==> config.mk <==
export PLATFORM = sky130hd
export DESIGN_NAME = pss_detector
export DESIGN_NICKNAME = d
export VERILOG_FILES = /design/src/pss_pkg.sv /design/src/pss_detector.sv /design/src/pss_peak_counters.sv /design/src/pss_nid_decision.sv /design/src/pss_peak_detector.sv
export SDC_FILE = /design/constraint.sdc
export NUM_CORES = 1
export LEC_CHECK = 0
export ABC_AREA = 1
export BUFFER_PORTS_ARGS = -buffer_cell sky130_fd_sc_hd__buf_2
export CAP_MARGIN = 20
export CORE_MARGIN = 2
export CORE_UTILIZATION = 45
export DETAILED_ROUTE_END_ITERATION = 6
export HOLD_SLACK_MARGIN = 0.08
export PLACE_DENSITY = 0.62
export RECOVER_POWER = 25
export SETUP_SLACK_MARGIN = 0.5
export SYNTH_ARGS = -nofsm -noshare
export SYNTH_HDL_FRONTEND = slang
export SYNTH_SLANG_ARGS = --single-unit
==> constraint.sdc <==
create_clock -name clk_i -period 21.1 [get_ports clk_i]
set_input_delay 4.22 -clock clk_i [delete_from_list [all_inputs] [get_ports clk_i]]
set_output_delay 4.22 -clock clk_i [all_outputs]
set_load 0.005 [all_outputs]
==> src/pss_pkg.sv <==
`default_nettype none

package pss_pkg;

    // ------------------------------------------------------------------------
    // sample and control widths
    // ------------------------------------------------------------------------

    // correlator magnitude and noise limit
    localparam int MAG_W = 16;

    // detection shift, scales the window average by 2**shift
    localparam int SHIFT_W = 3;

    // ------------------------------------------------------------------------
    // moving window
    // ------------------------------------------------------------------------

    localparam int WINDOW_LEN = 8;
    localparam int WINDOW_LOG = 3;

    // ------------------------------------------------------------------------
    // N_id_2 hypotheses and mode
    // ------------------------------------------------------------------------

    localparam int NUM_BRANCH = 3;
    localparam int NID_W = 2;

    localparam int MODE_W = 2;

    // code 3 is not listed and acts as pause
    localparam logic [MODE_W-1:0] MODE_SEARCH = 2'd0;
    localparam logic [MODE_W-1:0] MODE_FIND = 2'd1;
    localparam logic [MODE_W-1:0] MODE_PAUSE = 2'd2;

    // per-branch peak counters
    localparam int COUNT_W = 32;

endpackage

`default_nettype wire
==> src/pss_detector.sv <==
`timescale 1ns/1ps
`default_nettype none

module pss_detector (
    input  wire                             clk_i,
    input  wire                             reset_ni,

    // correlator magnitudes, one per N_id_2
    input  wire  [pss_pkg::MAG_W-1:0]       corr0_i,
    input  wire  [pss_pkg::MAG_W-1:0]       corr1_i,
    input  wire  [pss_pkg::MAG_W-1:0]       corr2_i,
    input  wire                             corr_valid_i,

    input  wire  [pss_pkg::MAG_W-1:0]       noise_limit_i,
    input  wire  [pss_pkg::SHIFT_W-1:0]     detection_shift_i,
    input  wire  [pss_pkg::MODE_W-1:0]      mode_i,
    input  wire  [pss_pkg::NID_W-1:0]       requested_nid_i,

    output logic [pss_pkg::NID_W-1:0]       nid_o,
    output logic                            nid_valid_o,
    output logic [pss_pkg::NUM_BRANCH-1:0]  peak_flags_o,
    output logic [pss_pkg::COUNT_W-1:0]     peak_count0_o,
    output logic [pss_pkg::COUNT_W-1:0]     peak_count1_o,
    output logic [pss_pkg::COUNT_W-1:0]     peak_count2_o
);

    import pss_pkg::*;

    logic branch_en;
    logic [NUM_BRANCH-1:0] peaks;

    // ------------------------------------------------------------------------
    // per-branch peak detectors
    // ------------------------------------------------------------------------

    pss_peak_detector peak_detector_0_i (
        .clk_i             (clk_i),
        .reset_ni          (reset_ni),
        .sample_i          (corr0_i),
        .valid_i           (corr_valid_i),
        .enable_i          (branch_en),
        .noise_limit_i     (noise_limit_i),
        .detection_shift_i (detection_shift_i),
        .peak_o            (peaks[0])
    );

    pss_peak_detector peak_detector_1_i (
        .clk_i             (clk_i),
        .reset_ni          (reset_ni),
        .sample_i          (corr1_i),
        .valid_i           (corr_valid_i),
        .enable_i          (branch_en),
        .noise_limit_i     (noise_limit_i),
        .detection_shift_i (detection_shift_i),
        .peak_o            (peaks[1])
    );

    pss_peak_detector peak_detector_2_i (
        .clk_i             (clk_i),
        .reset_ni          (reset_ni),
        .sample_i          (corr2_i),
        .valid_i           (corr_valid_i),
        .enable_i          (branch_en),
        .noise_limit_i     (noise_limit_i),
        .detection_shift_i (detection_shift_i),
        .peak_o            (peaks[2])
    );

    // ------------------------------------------------------------------------
    // N_id_2 decision and peak statistics
    // ------------------------------------------------------------------------

    pss_nid_decision nid_decision_i (
        .clk_i           (clk_i),
        .reset_ni        (reset_ni),
        .mode_i          (mode_i),
        .requested_nid_i (requested_nid_i),
        .peaks_i         (peaks),
        .branch_en_o     (branch_en),
        .nid_o           (nid_o),
        .nid_valid_o     (nid_valid_o)
    );

    pss_peak_counters peak_counters_i (
        .clk_i    (clk_i),
        .reset_ni (reset_ni),
        .peaks_i  (peaks),
        .count0_o (peak_count0_o),
        .count1_o (peak_count1_o),
        .count2_o (peak_count2_o)
    );

    assign peak_flags_o = peaks;

endmodule

`default_nettype wire

==> src/pss_peak_counters.sv <==
`timescale 1ns/1ps
`default_nettype none

module pss_peak_counters (
    input  wire                             clk_i,
    input  wire                             reset_ni,
    input  wire  [pss_pkg::NUM_BRANCH-1:0]  peaks_i,
    output logic [pss_pkg::COUNT_W-1:0]     count0_o,
    output logic [pss_pkg::COUNT_W-1:0]     count1_o,
    output logic [pss_pkg::COUNT_W-1:0]     count2_o
);

    import pss_pkg::*;

    // ------------------------------------------------------------------------
    // one counter per branch
    // ------------------------------------------------------------------------

    logic [COUNT_W-1:0] count_q [NUM_BRANCH];

    // wraps at 2**COUNT_W, only reset clears it
    always_ff @(posedge clk_i) begin
        if (!reset_ni) begin
            for (int i = 0; i < NUM_BRANCH; i++) begin
                count_q[i] <= '0;
            end
        end else begin
            for (int i = 0; i < NUM_BRANCH; i++) begin
                if (peaks_i[i]) begin
                    count_q[i] <= count_q[i] + 1'b1;
                end
            end
        end
    end

    assign count0_o = count_q[0];
    assign count1_o = count_q[1];
    assign count2_o = count_q[2];

endmodule

`default_nettype wire

==> src/pss_nid_decision.sv <==
`timescale 1ns/1ps
`default_nettype none

module pss_nid_decision (
    input  wire                             clk_i,
    input  wire                             reset_ni,
    input  wire  [pss_pkg::MODE_W-1:0]      mode_i,
    input  wire  [pss_pkg::NID_W-1:0]       requested_nid_i,
    input  wire  [pss_pkg::NUM_BRANCH-1:0]  peaks_i,
    output logic                            branch_en_o,
    output logic [pss_pkg::NID_W-1:0]       nid_o,
    output logic                            nid_valid_o
);

    import pss_pkg::*;

    logic one_hot;
    logic [NID_W-1:0] hot_idx;
    logic accept;
    logic mode_active;

    // ------------------------------------------------------------------------
    // exactly one branch must flag
    // ------------------------------------------------------------------------

    always_comb begin
        one_hot = 1'b1;
        hot_idx = '0;
        case (peaks_i)
            NUM_BRANCH'(1): hot_idx = NID_W'(0);
            NUM_BRANCH'(2): hot_idx = NID_W'(1);
            NUM_BRANCH'(4): hot_idx = NID_W'(2);
            default: one_hot = 1'b0;
        endcase
    end

    // ------------------------------------------------------------------------
    // mode FSM
    // ------------------------------------------------------------------------

    // find mode compares indices, so a requested value of 3 never matches
    always_comb begin
        case (mode_i)
            MODE_SEARCH: accept = one_hot;
            MODE_FIND: accept = one_hot && (hot_idx == requested_nid_i);
            default: accept = 1'b0;
        endcase
    end

    assign mode_active = (mode_i == MODE_SEARCH) || (mode_i == MODE_FIND);

    always_ff @(posedge clk_i) begin
        if (!reset_ni) begin
            branch_en_o <= 1'b0;
            nid_valid_o <= 1'b0;
            nid_o <= '0;
        end else begin
            branch_en_o <= mode_active;
            nid_valid_o <= accept;
            // nid holds until the next accepted peak
            if (accept) begin
                nid_o <= hot_idx;
            end
        end
    end

endmodule

`default_nettype wire

==> src/pss_peak_detector.sv <==
`timescale 1ns/1ps
`default_nettype none

module pss_peak_detector (
    input  wire                          clk_i,
    input  wire                          reset_ni,
    input  wire  [pss_pkg::MAG_W-1:0]    sample_i,
    input  wire                          valid_i,
    input  wire                          enable_i,
    input  wire  [pss_pkg::MAG_W-1:0]    noise_limit_i,
    input  wire  [pss_pkg::SHIFT_W-1:0]  detection_shift_i,
    output logic                         peak_o
);

    import pss_pkg::*;

    // ------------------------------------------------------------------------
    // window state
    // ------------------------------------------------------------------------

    // history[0] holds the newest sample, the last entry the oldest
    logic [MAG_W-1:0] history [WINDOW_LEN];

    logic [MAG_W+WINDOW_LOG-1:0] win_sum;
    logic [WINDOW_LOG:0] fill_cnt;
    logic filled;

    // ------------------------------------------------------------------------
    // threshold and peak rule
    // ------------------------------------------------------------------------

    logic [MAG_W-1:0] win_avg;
    logic [MAG_W+(1<<SHIFT_W)-2:0] threshold;
    logic [MAG_W+(1<<SHIFT_W)-2:0] sample_wide;
    logic accept;
    logic is_peak;

    assign accept = valid_i && enable_i;
    assign filled = (fill_cnt == (WINDOW_LOG+1)'(WINDOW_LEN));

    // dividing by WINDOW_LEN is a plain slice of the sum
    assign win_avg = win_sum[MAG_W+WINDOW_LOG-1:WINDOW_LOG];

    // widened first so that a shift of up to 7 loses no bits
    assign threshold = (MAG_W+(1<<SHIFT_W)-1)'(win_avg) << detection_shift_i;
    assign sample_wide = (MAG_W+(1<<SHIFT_W)-1)'(sample_i);

    // both comparisons are strict, equality is not a peak
    assign is_peak = filled
                  && (sample_i > noise_limit_i)
                  && (sample_wide > threshold);

    // ------------------------------------------------------------------------
    // registered peak flag
    // ------------------------------------------------------------------------

    always_ff @(posedge clk_i) begin
        if (!reset_ni) begin
            peak_o <= 1'b0;
        end else begin
            peak_o <= accept && is_peak;
        end
    end

    // ------------------------------------------------------------------------
    // fill counter and running sum
    // ------------------------------------------------------------------------

    // while filling, the oldest entry is not yet part of the sum
    always_ff @(posedge clk_i) begin
        if (!reset_ni) begin
            fill_cnt <= '0;
            win_sum <= '0;
        end else if (accept) begin
            if (filled) begin
                win_sum <= win_sum
                         + (MAG_W+WINDOW_LOG)'(sample_i)
                         - (MAG_W+WINDOW_LOG)'(history[WINDOW_LEN-1]);
            end else begin
                fill_cnt <= fill_cnt + 1'b1;
                win_sum <= win_sum + (MAG_W+WINDOW_LOG)'(sample_i);
            end
        end
    end

    // sample history
    always_ff @(posedge clk_i) begin
        if (accept) begin
            history[0] <= sample_i;
            for (int i = 1; i < WINDOW_LEN; i++) begin
                history[i] <= history[i-1];
            end
        end
    end

endmodule

`default_nettype wire

### Word-level counts from Yosys, hierarchy flattened

Memory sizes are Yosys's and may differ from the RTL's.
Index checks and enable logic that the tools add are counted.

| storage, ports and cells | value |
|---|---|
| register bits | 76 |
| RAM bits | 480 |
| input bits | 74 |
| output and inout bits | 102 |
| word-level logic and storage cells | 89 |
| memories kept | 4 |

Memory list:

| name | words | bits a word | read ports | clocked after memory_dff | wr ports | RTL line | source |
|---|---|---|---|---|---|---|---|
| peak_detector_0_i.history | 8 | 16 | 8 | 0 | 8 | pss_peak_detector.sv:22 | `logic [MAG_W-1:0] history [WINDOW_LEN];` |
| peak_detector_1_i.history | 8 | 16 | 8 | 0 | 8 | pss_peak_detector.sv:22 |  |
| peak_detector_2_i.history | 8 | 16 | 8 | 0 | 8 | pss_peak_detector.sv:22 |  |
| peak_counters_i.count_q | 3 | 32 | 3 | 0 | 3 | pss_peak_counters.sv:19 | `logic [COUNT_W-1:0] count_q [NUM_BRANCH];` |

| operators by class | value |
|---|---|
| add/subtract/negate cells | 12 |
| $lt $le $gt $ge | 6 |
| eq/ne operators | 8 |
| shift-type cells | 3 |
| muxes and demuxes | 21 |
| bitwise operators | 6 |
| reduce and logical (&&, ||, !) cells | 17 |

Operators with widths:

| operator | count |
|---|---|
| $add 32x1->32 const B | 3 |
| $mux 32 | 3 |
| $gt 16x23->1 | 3 |
| $shl 16x3->23 | 3 |
| $add 19x16->19 | 3 |
| $mux 19 | 3 |
| $sub 19x16->19 | 3 |
| $gt 16x16->1 | 3 |
| $mux 1 | 13 |
| $add 4x1->4 const B | 3 |
| $eq 4x4->1 const B | 3 |
| $logic_and 1x1->1 | 11 |
| $reduce_and 2->1 | 3 |
| $pmux 2 s2 | 1 |
| $eq 3x1->1 const B | 1 |
| $eq 3x2->1 const B | 1 |
| $eq 3x3->1 const B | 1 |
| $not 1->1 | 3 |
| $or 1x1->1 | 3 |
| $reduce_or 3->1 | 1 |
| $eq 2x1->1 const B | 1 |
| $eq 2x2->1 | 1 |
| $logic_not 2->1 | 1 |
| $pmux 1 s2 | 1 |
| $logic_or 1x1->1 | 1 |

### Longest topological paths before layout

Gate-level depths: netlist (run 1).

| depth | value |
|---|---|
| depth in word-level cells | 5 |
| gate-level depth with buffers | 27 |
| mapped depth without buffers | 27 |

### Hierarchy

A second synthesis (run 1) with hierarchy kept.

| second synthesis, totals | value |
|---|---|
| cells, all modules | 3368 |
| area total of the unflattened synthesis | 30551.8 um^2 |

Modules (own cells, without submodules):

| module | instances | cells each | area an instance (um^2) | seq. area each (um^2) |
|---|---|---|---|---|
| pss_peak_detector at peak_detector_1_i ... | 2 | 860 | 8122.8 | 4324.1 |
| pss_peak_detector at peak_detector_0_i | 1 | 843 | 8035.2 | 4324.1 |
| pss_peak_counters | 1 | 771 | 6032.0 | 2882.8 |
| pss_nid_decision | 1 | 34 | 239.0 | 80.1 |

### Least setup slack after synthesis (run 1)

OpenSTA, ideal clock, no wires.

| path | value |
|---|---|
| path type | input port to flip-flop |
| start | input corr_valid_i |
| end | register peak_detector_1_i.win_sum[18] |
| data arrival time | 15.775 ns |
| data required time | 20.537 ns |
| slack | 4.762 ns |
| stages on the path | 6 |
| buffers on the path | 3 |
| cell sequence | nand2_1 > clkbuf_1 > inv_1 > clkbuf_1 > clkbuf_1 > a21oi_1 |

| between the ends | value |
|---|---|
| longest elaborated chain between the ends | 1 |

Ends and longest elaborated chain:

| element | RTL line | source |
|---|---|---|
| start: declaration | pss_detector.sv:12 | `input wire corr_valid_i,` |
| $logic_and 1x1->1 | -- |  |
| net peak_detector_0_i.accept | pss_peak_detector.sv:35 | `logic accept;` |
| end signal: assignment | pss_peak_detector.sv:76 | `win_sum <= win_sum` |
| end signal: assignment | pss_peak_detector.sv:81 | `win_sum <= win_sum + (MAG_W+WINDOW_LOG)'(sample_i);` |
| end: declaration | pss_peak_detector.sv:24 | `logic [MAG_W+WINDOW_LOG-1:0] win_sum;` |

The timed path passes the listed nets, and every way through them passes these cells.
A chain may end at the register's enable or synchronous reset.

### Final worst setup path (run 1)

| path | value |
|---|---|
| start | input corr0_i[0] (netlist name) |
| end | register peak_detector_0_i.win_sum[18] |

| between the ends | value |
|---|---|
| longest elaborated chain between the ends | 3 |

Ends and longest elaborated chain:

| element | RTL line | source |
|---|---|---|
| start: declaration | pss_detector.sv:9 | `input wire [pss_pkg::MAG_W-1:0] corr0_i,` |
| $add 19x16->19 (*) | pss_peak_detector.sv:77, pss_peak_detector.sv:81 |  |
| $sub 19x16->19 | pss_peak_detector.sv:78 | `- (MAG_W+WINDOW_LOG)'(history[WINDOW_LEN-1]);` |
| $mux 19 (*) | pss_peak_detector.sv:75 | `if (filled) begin` |
| end signal: assignment | pss_peak_detector.sv:76 |  |
| end signal: assignment | pss_peak_detector.sv:81 |  |
| end: declaration | pss_peak_detector.sv:24 |  |

Every way passes the cells marked *; elsewhere a longest branch is shown, timed or not.

==> results of run 1 <==
## cells by family after synthesis
group / synth area share
AOI/OAI and AO/OA: 0.0952
xor gates and xnor gates: 0.0210
adders and majority gates: 0.0893
buffers and inverters: 0.0595
DFF: 0.540
muxes: 0.00204
and+or+nand+nor: 0.193
## state kept, by name (all words and copies together) (netlist names), 19 cells and up
register and count:
peak_detector_1_i.history 128, peak_detector_2_i.history 128, peak_detector_0_i.win_sum 19, peak_detector_2_i.win_sum 19, peak_detector_1_i.win_sum 19, peak_detector_0_i.history 128, peak_counters_i.count_q 96
## critical path, cell delays in order
cell and delay, ns:
sky130_fd_sc_hd__buf_2 0.14, sky130_fd_sc_hd__ha_1 0.21, sky130_fd_sc_hd__inv_1 0.09, sky130_fd_sc_hd__fa_1 0.41, sky130_fd_sc_hd__nand3b_1 0.18, sky130_fd_sc_hd__nand2_1 0.13
sky130_fd_sc_hd__nand2_1 0.06, sky130_fd_sc_hd__nand2_1 0.16, sky130_fd_sc_hd__inv_1 0.08, sky130_fd_sc_hd__o21bai_1 0.20, sky130_fd_sc_hd__xor2_1 0.22, sky130_fd_sc_hd__ha_1 0.31
sky130_fd_sc_hd__nand2_1 0.10, sky130_fd_sc_hd__inv_1 0.04, sky130_fd_sc_hd__a21oi_1 0.15, sky130_fd_sc_hd__nand3_1 0.19, sky130_fd_sc_hd__nand3_1 0.12, sky130_fd_sc_hd__nand2_1 0.08
sky130_fd_sc_hd__nor2_1 0.18, sky130_fd_sc_hd__nand3_1 0.14, sky130_fd_sc_hd__nand2_1 0.08, sky130_fd_sc_hd__nor2_1 0.05, sky130_fd_sc_hd__nor2_1 0.08, sky130_fd_sc_hd__nor2_1 0.05
## stage by stage
stage | setup WS, ns | hold WS, ns | utilization | area [um^2] | instances
final | 13.94 | 0.410 | 0.516 | 33400 | 4199
after detailed placement | 13.34 | 0.405 | 0.484 | 31300 | 4081
after CTS | 14.01 | 0.414 | 0.516 | 33400 | 4197
after global routing | 13.69 | 0.419 | 0.516 | 33400 | 4198
after floorplan | 4.76 | 0.400 | - | 29500 | 3101
after global placement | 13.40 | 0.400 | 0.484 | 31300 | 4081
## cell type report
type | instances | area (um^2) | share of cell area
inverter | 396 | 1490 | 0.0447
clock inverter | 32 | 383 | 0.0115
timing repair buffer | 191 | 1010 | 0.0302
sequential | 556 | 15900 | 0.477
clock buffer | 84 | 1670 | 0.0501
multi-input combinational | 2083 | 11800 | 0.354
antenna | 2 | 5.00 | 0.000150
tap | 855 | 1070 | 0.0320
## per-layer routing
layer / vias up / track usage
li1: 11000 / -
met1: 10500 / 0.276
met2: 606 / 0.342
met3: 149 / 0.0313
met4: 2 / 0.0822
met5: - / 0
## synthesized netlist by cell type, types with 4 or more instances
cell	instances	share of area
sky130_fd_sc_hd__edfxtp_1	480	0.49
sky130_fd_sc_hd__o2111ai_1	4	0.0012
sky130_fd_sc_hd__nor3_1	60	0.010
sky130_fd_sc_hd__nand4_1	42	0.0089
sky130_fd_sc_hd__o211ai_1	24	0.0061
sky130_fd_sc_hd__ha_1	201	0.085
sky130_fd_sc_hd__or2_2	27	0.0057
sky130_fd_sc_hd__and2_1	5	0.0011
sky130_fd_sc_hd__o21ai_0	184	0.031
sky130_fd_sc_hd__a21oi_1	220	0.037
sky130_fd_sc_hd__nor2_2	10	0.0021
sky130_fd_sc_hd__nor3_2	7	0.0024
sky130_fd_sc_hd__a21o_1	10	0.0025
sky130_fd_sc_hd__nor3b_1	10	0.0025
sky130_fd_sc_hd__o21a_1	14	0.0036
sky130_fd_sc_hd__o21ai_1	4	0.00068
sky130_fd_sc_hd__nor2_4	6	0.0023
sky130_fd_sc_hd__a31oi_1	16	0.0034
sky130_fd_sc_hd__and3_1	5	0.0011
sky130_fd_sc_hd__buf_2	7	0.0012
sky130_fd_sc_hd__a211oi_1	4	0.0010
sky130_fd_sc_hd__mux2i_1	6	0.0020
sky130_fd_sc_hd__nor4_1	12	0.0025
sky130_fd_sc_hd__nor2_1	208	0.026
sky130_fd_sc_hd__clkbuf_1	52	0.0066
sky130_fd_sc_hd__xor2_1	42	0.012
sky130_fd_sc_hd__nand3b_1	5	0.0013
sky130_fd_sc_hd__o21bai_1	8	0.0020
sky130_fd_sc_hd__fa_1	6	0.0041
sky130_fd_sc_hd__nand2_2	4	0.00085
sky130_fd_sc_hd__dfxtp_1	76	0.052
sky130_fd_sc_hd__xnor2_1	27	0.0080
sky130_fd_sc_hd__inv_2	9	0.0011
sky130_fd_sc_hd__nand3_1	163	0.028
sky130_fd_sc_hd__inv_1	386	0.049
sky130_fd_sc_hd__buf_1	4	0.00051
sky130_fd_sc_hd__nand2_1	714	0.091
## worst max-delay path by stage
stage	startpoint	to	slack, ns	cells after the start
4_1_cts	corr0_i[0]	peak_detector_0_i.win_sum[18]	14.01	24
6_report	corr0_i[0]	peak_detector_0_i.win_sum[18]	13.94	24
3_3_place_gp	corr0_i[0]	peak_detector_0_i.win_sum[18]	13.40	24
2_1_floorplan	corr_valid_i	peak_detector_1_i.win_sum[18]	4.76	6
3_5_place_dp	corr0_i[0]	peak_detector_0_i.win_sum[18]	13.34	24
5_1_grt	corr0_i[0]	peak_detector_0_i.win_sum[18]	13.69	24
## power breakdown
part	switching (mW)	internal (mW)	total [mW]	leakage, nW
combinational	0.216	0.112	0.328	7.96
clock	0.438	0.642	1.08	1.00
sequential	0.0194	1.22	1.24	5.14
==> results.md, run 1 <==
| Metric | Value |
|:---|:---|
| P per Cell Area | 79.4 nW/um^2 |
| Startpoint of the worst register-to-register path | peak_detector_0_i.win_sum[0] |
| Width of the chip | 260 um |
| Root buffer cell | sky130_fd_sc_hd__clkbuf_16 |
| Max frequency | 0.140 GHz |
| Longest Clk Path Bufs | 3 |
| Sum Neg Setup Slack | 0 ns |
| Routed wire length on met3 | 3.90 mm |
| Hold-fix buffers, CTS | 0 |
| Total number of nets in the final design | 3570 |
| Number of top-level pins | 176 |
| Worst supply voltage drop on vdd | 0.0000713 V |
| CTS tree | built |
| DRT met1 WL | 31.6 mm |
| Commonest cells after routing, fill and taps aside | sky130_fd_sc_hd__nand2_1 (713), sky130_fd_sc_hd__edfxtp_1 (480), sky130_fd_sc_hd__inv_1 (385), sky130_fd_sc_hd__a21oi_1 (220), sky130_fd_sc_hd__nor2_1 (208) |
| Post-synth EDFFs | 480 |
| Endpoint type of the worst setup path | register |
| Max-slew violation total from the final report | 0 |
| First-pass GRT wire length | 111 mm |
| Detailed Route WL | 71.4 mm |
| Number of remaining DRC errors | 0 |
| Floorplan core area | 64700 um^2 |
| Max-slew headroom | 0.245 |
| Top layer reached by signal wires | met5 |
| Largest net degree at the start of global routing | 186 |
| Sequential element share of the synthesized area | 0.540 |
| Most common cell after layout, fill and taps aside | sky130_fd_sc_hd__nand2_1 |
| Sum of internal, switching and leakage power | 2.65 mW |
| Endpoint of the worst register-to-register path | peak_detector_0_i.win_sum[18] |
| Post-synthesis cell count | 3101 |
| Source of the worst hold timing path | peak_detector_2_i.history[0][21] |
| Unrepaired setup endpoints after global routing | no |
| Fraction of final layout cells sized beyond drive strength 1 | 0.113 |
| Initial Util | 0.456 |
| Number of antenna violations at the first check in global routing | 4 |
| Yosys warns | 0 |
| Worst Reg2Reg Path Length in Cells | 23 |
| Gpl congestion | 0.892 |
| Synth unique cells | 61 |
| Mean instance size in the synthesized netlist | 9.51 um^2 |
| Floorplan die height | 260 um |
| Clock Skew | 0.0283 ns |
| Leak | 14.1 nW |
| Final-report setup violation count | 0 |
| Arrival time of the worst setup path | 7.70 ns |
| Total number of vias | 22200 |
| Worst-case hold path end point | peak_detector_2_i.history[1][5] |
| Worst Setup Start Kind | input port |
| Filler Cell Count | 6007 |
| Average via count per standard cell | 5.30 |
| First drt pass iteration count | 5 |
| Final Hold Fails | 0 |
| Synth Cell Area | 29500 um^2 |
| Data required time at the worst endpoint | 21.64 ns |
| Flip-flop and latch count after synthesis | 556 |
| TritonCTS Sinks | 556 |
| Clock period minus worst slack | 7.16 ns |
| Global routing usage summed across all routing layers | 0.208 |
| Total nets after synthesis | 3382 |
| Run status | finished clean |
| Skew-Pair Late Insertion Delay | 0.63 ns |
| PortBufs | 175 |
| Proportion of register bits with asynchronous set or reset after synthesis | 0 |
| Max-capacitance violation count | 0 |
| DPL Wire Length | 52.0 mm |
| Worst Max-Slew Pin Slew | 1.13 ns |
| Routed wire length per instance | 17.0 um |
| Overflow left after global routing | 0 |
| Amount of wire on met2 after detailed routing | 33.2 mm |
| Total setup buffers inserted after CTS | 0 |
| Detail Route Antenna Nets | 0 |
| Minimum setup slack among reg-to-reg paths | 17.32 ns |
| Inserted Clock Buffers | 61 |
| Class of the tightest hold or removal check | reg2reg |
| Number of placement rows | 93 |
| Register clock-pin slew on the reported worst setup and hold paths | 0.07 ns |
| DRC marker count from the first detailed-route iteration | 1712 |
| Vias in the first global route | 21100 |
| Layout-stage area growth over the synthesis result | 13.2% |
| Crit Path Max Fanout | 5 |
| H-Tree Depth | 2 |
| Kind of critical path | in2reg |
| Most instantiated flip-flop cell in the synthesis netlist | sky130_fd_sc_hd__edfxtp_1 |
| Final period utilization | 0.340 |
| Instance count along the most critical hold path | 0 |
| Floorplan die area | 67600 um^2 |
| Number of gates resized after CTS | 0 |
(Power assumes the default switching activity.)
==> run 2, diff against run 1 <==
- clock period: 21.1 -> 7 ns (I/O delays scaled with it)
==> results.md, run 2 (synthesis gave the netlist of run 1 again) <==
| Metric | Value |
|:---|:---|
| Run status | finished clean |
| Number of antenna violations at the first check in global routing | 2 |
| Width of the chip | 260 um |
| Most common cell after layout, fill and taps aside | sky130_fd_sc_hd__nand2_1 |
| Worst supply voltage drop on vdd | 0.000209 V |
| Largest regs | peak_detector_0_i.history: 128 flops, peak_detector_1_i.history: 128 flops, peak_detector_2_i.history: 128 flops |
| Startpoint of the worst register-to-register path | peak_detector_0_i.win_sum[0] |
| Class of the tightest hold or removal check | reg2reg |
| Endpoint type of the worst setup path | register |
| Total number of nets in the final design | 3567 |
| Number of placement rows | 93 |
| PortBufs | 175 |
| Final-report setup violation count | 0 |
| Max-capacitance violation count | 0 |
| Crit Path Max Fanout | 5 |
| Skew-Pair Late Insertion Delay | 0.64 ns |
| Vias in the first global route | 21400 |
| Register clock-pin slew on the reported worst setup and hold paths | 0.06 ns |
| Delay of the slowest cell on the worst path | 0.41 ns |
| Sum Neg Setup Slack | 0 ns |
| Layout-stage area growth over the synthesis result | 12.9% |
| Gpl congestion | 0.947 |
| Overflow left after global routing | 0 |
| H-Tree Depth | 2 |
| TritonCTS Sinks | 556 |
| Max-slew headroom | 0.212 |
| Longest Clk Path Bufs | 3 |
| Final period utilization | 0.614 |
| Final Hold Fails | 0 |
| Critical path depth | 24 |
| Worst Reg2Reg Path Length in Cells | 23 |
| Layout Utilization | 0.515 |
| Data required time at the worst endpoint | 7.53 ns |
| Setup crit start | corr0_i[0] |
| Number of remaining DRC errors | 0 |
| Detail Route Antenna Nets | 0 |
| DPL Wire Length | 50.8 mm |
| Commonest cells after routing, fill and taps aside | sky130_fd_sc_hd__nand2_1 (713), sky130_fd_sc_hd__edfxtp_1 (480), sky130_fd_sc_hd__inv_1 (385), sky130_fd_sc_hd__a21oi_1 (220), sky130_fd_sc_hd__nor2_1 (208) |
| Average via count per standard cell | 5.27 |
| Floorplan die height | 260 um |
| Worst path top cell family by delay | simple AND/OR/NAND/NOR gates |
| Kind of critical path | in2reg |
| Hold-fix buffers, CTS | 0 |
| Floorplan core area | 64700 um^2 |
| P per Cell Area | 237 nW/um^2 |
| Total number of vias | 22100 |
| Crit path to | peak_detector_0_i.win_sum[18] |
| Worst Max-Slew Pin Slew | 1.18 ns |
| Floorplan die area | 67600 um^2 |
| Clock Skew | 0.0240 ns |
| Number of gates resized after CTS | 0 |
| Unrepaired setup endpoints after global routing | no |
| Cells traversed along the worst timing path | buf_2, ha_1, inv_1, fa_1, nand3b_1, nand2_1, nand2_1, nand2_1, inv_1, o21bai_1, xor2_1, ha_1, nand2_1, inv_1, a21oi_1, nand3_1, nand3_1, nand2_1, nor2_1, nand3_1, nand2_1, nor2_1, nor2_1, nor2_1 |
| Root buffer cell | sky130_fd_sc_hd__clkbuf_16 |
| Most used cell along the critical path | sky130_fd_sc_hd__nand2_1 |
| Detailed Route WL | 70.4 mm |
| DRC marker count from the first detailed-route iteration | 1624 |
| Fraction of final layout cells sized beyond drive strength 1 | 0.114 |
| Initial Util | 0.456 |
| Total setup buffers inserted after CTS | 0 |
| Routed wire length per instance | 16.8 um |
| CTS tree | built |
| Leak | 14.1 nW |
| Largest net degree at the start of global routing | 190 |
| Worst Path Buf+Inv | 4 |
| Worst Setup Start Kind | input port |
| Max-slew violation total from the final report | 0 |
| Highest-delay cell along the critical path | sky130_fd_sc_hd__fa_1 |
| Global routing usage summed across all routing layers | 0.205 |
| First-pass GRT wire length | 111 mm |
| Inserted Clock Buffers | 60 |
| Number of top-level pins | 176 |
| Clock period minus worst slack | 4.30 ns |
| Max frequency | 0.233 GHz |
| Minimum setup slack among reg-to-reg paths | 3.26 ns |
| First drt pass iteration count | 6 |
| Arrival time of the worst setup path | 4.82 ns |
| Endpoint of the worst register-to-register path | peak_detector_0_i.win_sum[18] |
[run 2: changes by cell type in the layout (fill, tap and decap cells not counted), moves of 3 or more]
cell / delta
sky130_fd_sc_hd__bufinv_16: -3
sky130_fd_sc_hd__clkinvlp_4: +3
sky130_fd_sc_hd__clkbuf_1: -9
sky130_fd_sc_hd__buf_4: -4
sky130_fd_sc_hd__clkinv_2: +8
[run 2: cell type report]
type	count	area, um^2
well taps	855	1070
clock inverters	40	362
diodes	1	2.50
repair buffers	189	1010
fillers	5987	31400
inverters	396	1490
multi-input cells	2083	11800
flip-flops and latches	556	15900
clock buffers	74	1610
[run 2: report_power, final]
part	switching [mW]	internal (mW)	total [mW]	leakage, nW
sequential	0.0580	3.69	3.74	5.14
combinational	0.647	0.338	0.984	7.95
clock	1.36	1.80	3.16	0.971
[run 2: through the flow]
stage / setup WS (ns) / cell area (um^2) / cells / hold slack [ns] / power [mW]
floorplan: 1.65 / 29500 / 3101 / 0.400 / 4.50
global placement: 2.19 / 31300 / 4078 / 0.401 / 4.76
detailed placement: 2.13 / 31300 / 4079 / 0.405 / 4.79
CTS: 2.78 / 33300 / 4193 / 0.395 / 7.98
global route: 2.39 / 33300 / 4193 / 0.402 / 8.24
finish: 2.70 / 33300 / 4194 / 0.397 / 7.88
[run 2: worst min-delay path by stage]
stage / start / endpoint / slack [ns] / cells past startpoint
finish: peak_detector_2_i.history[1][21] / peak_detector_2_i.history[2][5] / 0.40 / 0
global route: peak_detector_2_i.history[0][4] / peak_detector_2_i.history[0][20] / 0.40 / 0
detailed placement: peak_detector_0_i.history[0][0] / peak_detector_0_i.history[0][16] / 0.40 / 0
floorplan: peak_detector_0_i.history[0][0] / peak_detector_0_i.history[0][16] / 0.40 / 0
global placement: peak_detector_0_i.history[0][51] / peak_detector_0_i.history[1][3] / 0.40 / 0
CTS: peak_detector_2_i.history[1][21] / peak_detector_2_i.history[2][5] / 0.40 / 0
[run 2: layer usage]
metal / share of wire / global-route usage / vias up
met3: 0.049 / 0.0288 / 140
met2: 0.47 / 0.341 / 564
met5: 0 / 0 / -
met4: 0.033 / 0.0738 / 0
li1: - / - / 11000
met1: 0.45 / 0.273 / 10400
